[src/dwc_types_pkg.sv]
`default_nettype none

package dwc_types_pkg;

    localparam int WIDE_W   = 32;
    localparam int NARROW_W = 8;
    localparam int LANES    = WIDE_W / NARROW_W;  // narrow lanes per wide beat

    typedef logic [WIDE_W-1:0]         wide_data_t;
    typedef logic [LANES-1:0]          wide_keep_t;
    typedef logic [NARROW_W-1:0]       narrow_data_t;
    typedef logic [$clog2(LANES)-1:0]  lane_idx_t;

    // one beat as it enters a channel
    typedef struct packed {
        wide_data_t data;
        wide_keep_t keep;
        logic       last;
    } wide_beat_t;

    // one byte on the narrow side
    typedef struct packed {
        narrow_data_t data;
        logic         keep;
        logic         user;  // channel id, zero until the mux
        logic         last;
    } narrow_beat_t;

endpackage

`default_nettype wire

[src/dwc_ctrl_pkg.sv]
`default_nettype none

package dwc_ctrl_pkg;

    localparam int NUM_CHAN = 2;

    typedef logic [$clog2(NUM_CHAN)-1:0] chan_id_t;

    // packet arbiter states
    typedef enum logic {
        ARB_IDLE,  // waiting for a request
        ARB_BUSY   // packet in progress
    } arb_state_e;

endpackage

`default_nettype wire

[src/axis_reg_slice.sv]
`default_nettype none

module axis_reg_slice
    import dwc_types_pkg::*;
(
    input  wire          clk,
    input  wire          rst_n,

    input  wire narrow_beat_t s_beat_i,
    input  wire          s_valid_i,
    output logic         s_ready_o,

    output narrow_beat_t m_beat_o,
    output logic         m_valid_o,
    input  wire          m_ready_i
);

    narrow_beat_t main_q;
    narrow_beat_t skid_q;
    logic         main_vld_q;
    logic         skid_vld_q;
    logic         main_load;
    logic         skid_load;

    // main register is free when empty or draining this cycle
    assign main_load = m_ready_i | ~main_vld_q;
    // stalled main, catch the incoming beat in the skid
    assign skid_load = ~main_load & s_valid_i & ~skid_vld_q;

    assign s_ready_o = ~skid_vld_q;  // registered ready
    assign m_valid_o = main_vld_q;
    assign m_beat_o  = main_q;

    always_ff @(posedge clk or negedge rst_n)
    begin
        if (!rst_n)
        begin
            main_vld_q <= 1'b0;
            skid_vld_q <= 1'b0;
        end
        else if (main_load)
        begin
            // skid holds the older beat, so it goes first
            main_vld_q <= skid_vld_q | s_valid_i;
            skid_vld_q <= 1'b0;
        end
        else if (skid_load)
        begin
            skid_vld_q <= 1'b1;
        end
    end

    always_ff @(posedge clk)
    begin
        if (main_load)
        begin
            if (skid_vld_q)
                main_q <= skid_q;
            else
                main_q <= s_beat_i;
        end
        if (skid_load)
            skid_q <= s_beat_i;
    end

endmodule

`default_nettype wire

[src/axis_dw_downsizer.sv]
`default_nettype none

module axis_dw_downsizer
    import dwc_types_pkg::*;
#(
    parameter bit KEEP_EN = 1'b1
)
(
    input  wire          clk,
    input  wire          rst_n,

    input  wire wide_beat_t s_beat_i,
    input  wire          s_valid_i,
    output logic         s_ready_o,

    output narrow_beat_t m_beat_o,
    output logic         m_valid_o,
    input  wire          m_ready_i
);

    wide_keep_t eff_keep;   // lanes a fresh beat will send
    wide_keep_t lanes;      // lanes still to send, current one included
    wide_keep_t rest;       // lanes above the current one
    lane_idx_t  cur_lane;
    logic       last_lane;
    logic       m_fire;

    logic       busy_q;     // part of the wide beat already sent
    lane_idx_t  cnt_q;      // lane counter
    wide_keep_t rem_q;      // lane mask left after the sent lanes

    function automatic lane_idx_t lowest_lane(input wide_keep_t mask);
        lane_idx_t idx;
        idx = '0;
        for (int i = LANES - 1; i >= 0; i--)
        begin
            if (mask[i])
                idx = lane_idx_t'(i);
        end
        return idx;
    endfunction

    // without keep support every lane goes out
    assign eff_keep = KEEP_EN ? s_beat_i.keep : '1;

    assign lanes    = busy_q ? rem_q : eff_keep;
    assign cur_lane = busy_q ? cnt_q : lowest_lane(eff_keep);

    always_comb
    begin
        for (int i = 0; i < LANES; i++)
            rest[i] = lanes[i] && (i > int'(cur_lane));
    end

    assign last_lane = ~|rest;

    // an all-empty beat never shows up on the narrow side
    assign m_valid_o = s_valid_i & (|lanes);
    assign m_fire    = m_valid_o & m_ready_i;

    // free the wide beat with its highest kept lane, or at once if empty
    assign s_ready_o = s_valid_i & ((~|lanes) | (last_lane & m_ready_i));

    always_comb
    begin
        m_beat_o.data = s_beat_i.data[cur_lane*NARROW_W +: NARROW_W];
        m_beat_o.keep = s_beat_i.keep[cur_lane];
        m_beat_o.user = 1'b0;  // tagged later by the mux
        m_beat_o.last = s_beat_i.last & last_lane;
    end

    always_ff @(posedge clk or negedge rst_n)
    begin
        if (!rst_n)
        begin
            busy_q <= 1'b0;
            cnt_q  <= '0;
            rem_q  <= '0;
        end
        else if (m_fire)
        begin
            if (last_lane)
            begin
                busy_q <= 1'b0;
            end
            else
            begin
                busy_q <= 1'b1;
                rem_q  <= rest;
                cnt_q  <= lowest_lane(rest);  // skip empty lanes
            end
        end
    end

endmodule

`default_nettype wire

[src/axis_pkt_mux.sv]
`default_nettype none

module axis_pkt_mux
    import dwc_types_pkg::*;
    import dwc_ctrl_pkg::*;
(
    input  wire          clk,
    input  wire          rst_n,

    input  wire narrow_beat_t a_beat_i,
    input  wire          a_valid_i,
    output logic         a_ready_o,

    input  wire narrow_beat_t b_beat_i,
    input  wire          b_valid_i,
    output logic         b_ready_o,

    output narrow_beat_t m_beat_o,
    output logic         m_valid_o,
    input  wire          m_ready_i
);

    narrow_beat_t        in_beat [NUM_CHAN];
    logic [NUM_CHAN-1:0] in_valid;
    logic [NUM_CHAN-1:0] in_ready;

    arb_state_e state_q;
    chan_id_t   last_q;  // granted channel, kept as last served
    chan_id_t   pref;
    chan_id_t   pick;
    logic       m_fire;

    assign in_beat[0] = a_beat_i;
    assign in_beat[1] = b_beat_i;
    assign in_valid   = {b_valid_i, a_valid_i};
    assign a_ready_o  = in_ready[0];
    assign b_ready_o  = in_ready[1];

    // round robin, start after the last served channel
    assign pref = chan_id_t'(last_q + 1'b1);
    assign pick = in_valid[pref] ? pref : chan_id_t'(pref + 1'b1);

    assign m_valid_o = (state_q == ARB_BUSY) & in_valid[last_q];
    assign m_fire    = m_valid_o & m_ready_i;

    always_comb
    begin
        m_beat_o      = in_beat[last_q];
        m_beat_o.user = last_q;
    end

    always_comb
    begin
        for (int i = 0; i < NUM_CHAN; i++)
            in_ready[i] = (state_q == ARB_BUSY) && (last_q == chan_id_t'(i)) && m_ready_i;
    end

    always_ff @(posedge clk or negedge rst_n)
    begin
        if (!rst_n)
        begin
            state_q <= ARB_IDLE;
            last_q  <= chan_id_t'(NUM_CHAN - 1);  // channel 0 wins first
        end
        else
        begin
            case (state_q)
                ARB_IDLE:
                begin
                    if (|in_valid)
                    begin
                        state_q <= ARB_BUSY;
                        last_q  <= pick;
                    end
                end
                ARB_BUSY:
                begin
                    if (m_fire && m_beat_o.last)  // whole packet done
                        state_q <= ARB_IDLE;
                end
                default: state_q <= ARB_IDLE;
            endcase
        end
    end

endmodule

`default_nettype wire

[src/dwc_top.sv]
`default_nettype none

module dwc_top
    import dwc_types_pkg::*;
#(
    parameter bit KEEP_EN = 1'b1,
    parameter bit OUT_REG = 1'b1
)
(
    input  wire          clk,
    input  wire          rst_n,

    input  wire wide_beat_t s0_beat_i,
    input  wire          s0_valid_i,
    output logic         s0_ready_o,

    input  wire wide_beat_t s1_beat_i,
    input  wire          s1_valid_i,
    output logic         s1_ready_o,

    output narrow_beat_t m_beat_o,
    output logic         m_valid_o,
    input  wire          m_ready_i
);

    narrow_beat_t n0_beat;
    narrow_beat_t n1_beat;
    narrow_beat_t mux_beat;
    logic         n0_valid;
    logic         n0_ready;
    logic         n1_valid;
    logic         n1_ready;
    logic         mux_valid;
    logic         mux_ready;

    axis_dw_downsizer #(.KEEP_EN(KEEP_EN)) u_dsz0 (
        .clk       (clk),
        .rst_n     (rst_n),
        .s_beat_i  (s0_beat_i),
        .s_valid_i (s0_valid_i),
        .s_ready_o (s0_ready_o),
        .m_beat_o  (n0_beat),
        .m_valid_o (n0_valid),
        .m_ready_i (n0_ready)
    );

    axis_dw_downsizer #(.KEEP_EN(KEEP_EN)) u_dsz1 (
        .clk       (clk),
        .rst_n     (rst_n),
        .s_beat_i  (s1_beat_i),
        .s_valid_i (s1_valid_i),
        .s_ready_o (s1_ready_o),
        .m_beat_o  (n1_beat),
        .m_valid_o (n1_valid),
        .m_ready_i (n1_ready)
    );

    axis_pkt_mux u_mux (
        .clk       (clk),
        .rst_n     (rst_n),
        .a_beat_i  (n0_beat),
        .a_valid_i (n0_valid),
        .a_ready_o (n0_ready),
        .b_beat_i  (n1_beat),
        .b_valid_i (n1_valid),
        .b_ready_o (n1_ready),
        .m_beat_o  (mux_beat),
        .m_valid_o (mux_valid),
        .m_ready_i (mux_ready)
    );

    generate
        if (OUT_REG)
        begin : g_out_reg
            axis_reg_slice u_slice (
                .clk       (clk),
                .rst_n     (rst_n),
                .s_beat_i  (mux_beat),
                .s_valid_i (mux_valid),
                .s_ready_o (mux_ready),
                .m_beat_o  (m_beat_o),
                .m_valid_o (m_valid_o),
                .m_ready_i (m_ready_i)
            );
        end
        else
        begin : g_out_comb
            assign m_beat_o  = mux_beat;
            assign m_valid_o = mux_valid;
            assign mux_ready = m_ready_i;
        end
    endgenerate

endmodule

`default_nettype wire

[config.mk]
export PLATFORM = sky130hd
export DESIGN_NAME = dwc_top
export DESIGN_NICKNAME = d
export VERILOG_FILES = /design/src/dwc_types_pkg.sv /design/src/dwc_ctrl_pkg.sv /design/src/axis_reg_slice.sv /design/src/axis_dw_downsizer.sv /design/src/axis_pkt_mux.sv /design/src/dwc_top.sv
export SDC_FILE = /design/constraint.sdc
export NUM_CORES = 1
export LEC_CHECK = 0
export BUFFER_PORTS_ARGS = -buffer_cell sky130_fd_sc_hd__clkbuf_2
export CORE_MARGIN = 2
export CORE_UTILIZATION = 49
export DETAILED_ROUTE_END_ITERATION = 16
export GPL_TIMING_DRIVEN = 0
export PLACE_DENSITY = 0.84
export SLEW_MARGIN = 30
export SYNTH_ARGS = -nofsm -noshare
export SYNTH_HDL_FRONTEND = slang
export SYNTH_HIERARCHICAL = 1
export SYNTH_SLANG_ARGS = --single-unit
[constraint.sdc]
create_clock -name clk -period 6.3 [get_ports clk]
set_input_delay 0.945 -clock clk [delete_from_list [all_inputs] [get_ports clk]]
set_output_delay 0.945 -clock clk [all_outputs]
set_load 0.05 [all_outputs]
==> key figures <==
Power
  – Clock Power Share: 13.8%
  – Seq pwr share: 25.5%
  – P_int: 1041 uW
  – Worst vdd ir: 0.0002528 V
  – P_leak: 0.001518 uW
  – Switching share of power: 42.71%
  – Comb power frac: 60.7%
  – Power Density: 530.8 nW/um^2
  – Switching Power: 775.8 uW

Critical path
  – Critical path arrival: 2560 ps
  – WP data required: 5350 ps
  – Top fanout value on the critical path: 10
  – Critical Path Start Type: input pin
  – Worst R2R End: g_out_reg.u_slice/m_beat_o[5]$_DFFE_PN_
  – Worst R2R Start: u_dsz1/busy_q$_DFFE_PN0P_
  – Setup crit end kind: output port
  – Worst r2r path cells: 8
  – R2R Setup Slk: 3500 ps
  – Critical path class: input pin to output port

Detailed routing
  – ANT nets after route: 0
  – Detailed-router iteration count before antenna repair: 4
  – Routed vias/inst: 5.462
  – Final wirelength: 6514 um
  – DRC errors left: 0
  – DR vias: 2,283
  – 1st-iter DRT viols: 139
  – Avg WL per Cell: 15.58 um

Layout
  – ANT cells: 0
  – Multi-input gate area: 1536 um^2
  – Fillers: 439
  – Synth-to-Final Area Change: 25.40%
  – Layout cell share with drive strength beyond 1: 43.35%
  – Reg area: 1062 um^2
  – NumNets Final: 424

Global routing
  – Global-route wire length before repair: 10,360 um
  – Largest net degree at the start of global routing: 17
  – GR peak layer: met2
  – GR Util met1: 27.48%
  – Initial antenna violation count: 0
  – GRT Util Overall: 21.42%
  – GR Util met3: 3.448%
  – Vias in the first global route: 2,194
  – Met2 Use GR: 36.92%
  – Grt ovf: 0

STA
  – Hold_ws: 548.6 ps
  – Setup ws final: 2797 ps
  – Final setup viols: 0
  – Hold Vio Cnt, Final: 0
  – Slew Limit Headroom: 44.35%
  – Slew Viols, Final: 0
  – Slew @ Worst Pin: 831.1 ps
  – Final period utilization: 55.60%
  – Setup TNS: 0 ps
  – Max Clock Freq: 285.5 MHz
  – RSZ-0062 raised after global routing: false
  – Final worst path period need: 3503 ps
  – Skew final: 5.752 ps

Floorplanning
  – IO Count: 93
  – Core Footprint: 5439 um^2
  – Starting Density: 50.17%
  – Die width: 78.63 um
  – Chip Height: 78.63 um
  – Row count: 27
  – Die Area: 6182 um^2

Logic synthesis
  – Post-Syn Instances: 246
  – Syn nets: 325
  – Avg Cell Area, Syn: 11.09 um^2
  – Mapped cell area: 2729 um^2
  – YS warnings: 6

Placed design
  – DPL Wire Length: 5102 um
  – GP Congestion: 0.9199
  – IO buf count: 92
  – Setup WS pre-CTS: 2815 ps

CTS
  – Clock slew at reported path FFs: 70 ps
  – H-Tree Level Count: 2
  – Clk sinks: 38
  – CTS Buffer Depth: 2
  – Setup bufs post-CTS: 0
  – CTS Buf Count: 5
  – Root Driver: clkbuf_8
  – CTS resizes: 0
  – CTS tree: done
  – Clk_lat worst skew: 300 ps
  – Hold Buf Count CTS: 0

Worst hold path
  – WHS Endpoint: u_dsz1/rem_q[3]$_DFFE_PN0P_
  – Hold Crit Class: flop to flop
  – Worst hold path stage count: 1
  – Min-delay src: u_dsz1/rem_q[3]$_DFFE_PN0P_

Status
  – Status: completed

Job
  – Max-Cap Viols: 0
==> worst max path at each step <==
stage                 start    endpoint  cells past startpoint
2_1_floorplan  s1_beat_i[2]  s1_ready_o                      4
3_3_place_gp   s0_beat_i[2]  s0_ready_o                      6
3_5_place_dp   s1_beat_i[1]  s1_ready_o                      6
4_1_cts        s1_beat_i[1]  s1_ready_o                      6
5_1_grt        s1_beat_i[1]  s1_ready_o                      6
6_report       s1_beat_i[1]  s1_ready_o                      6
==> sequential cells by signal, summed over array words and instances (netlist names) <==
name	count
g_out_reg.u_slice/m_beat_o	11
g_out_reg.u_slice/skid_q	11
u_dsz0/rem_q	3
u_dsz1/rem_q	3
u_dsz0/cnt_q	2
u_dsz1/cnt_q	2
g_out_reg.u_slice/m_valid_o	1
g_out_reg.u_slice/skid_vld_q	1
u_dsz0/busy_q	1
u_dsz1/busy_q	1
u_mux/last_q	1
u_mux/state_q	1
==> metal layers <==
layer  vias to the layer above  part of all wire, %
li1                       1121                    -
met5                         -                    0
met4                         0                  1.0
met3                         6                  3.4
met2                        49                   52
met1                      1107                   44
==> power by group through the flow <==
stage | clock, uW | combinational [uW] | sequential, uW
2_1_floorplan | 0 | 727 | 601
6_report | 251 | 1100 | 464
3_5_place_dp | 0 | 1090 | 469
3_3_place_gp | 0 | 1060 | 462
4_1_cts | 252 | 1100 | 464
5_1_grt | 264 | 1180 | 476
==> worst max-delay path, stage by stage <==
cell	delay, ps
clkbuf_2	130
o41ai_1	430
buf_2	350
a21oi_1	230
o22ai_1	170
clkbuf_2	300
==> layout by cell type (no fill, tap or decap), drive strengths merged, types with 4 or more instances in the layout <==
cell type	instances
a21oi	4
and2	4
buf	13
clkbuf	100
dfrtp	15
edfxtp	22
inv	4
mux2	20
mux2i	58
nand2	14
nand2b	8
nand3	6
nor2	13
o21a	4
o21ai	12
o22a	4
o22ai	4
==> layout make-up <==
cell class / count / share of cell area [%]
Inverter: 4 / 0.4388
Tap cell: 72 / 2.633
Clock buffer: 5 / 2.011
Sequential cell: 38 / 31.04
Multi-Input combinational cell: 188 / 44.90
Clock inverter: 3 / 2.011
Buffer: 16 / 3.510
Timing Repair Buffer: 92 / 13.46
==> through the flow <==
stage | cell area, um^2 | total power (uW) | instances | util (%)
global placement | 3279 | 1525 | 410 | 60.29
detailed placement | 3284 | 1558 | 410 | 60.39
global route | 3422 | 1923 | 418 | 62.92
finish | 3422 | 1817 | 418 | 62.92
CTS | 3422 | 1814 | 418 | 62.92
floorplan | 2729 | 1329 | 246 | -
No activity file was read; power rests on OpenSTA's default activity.
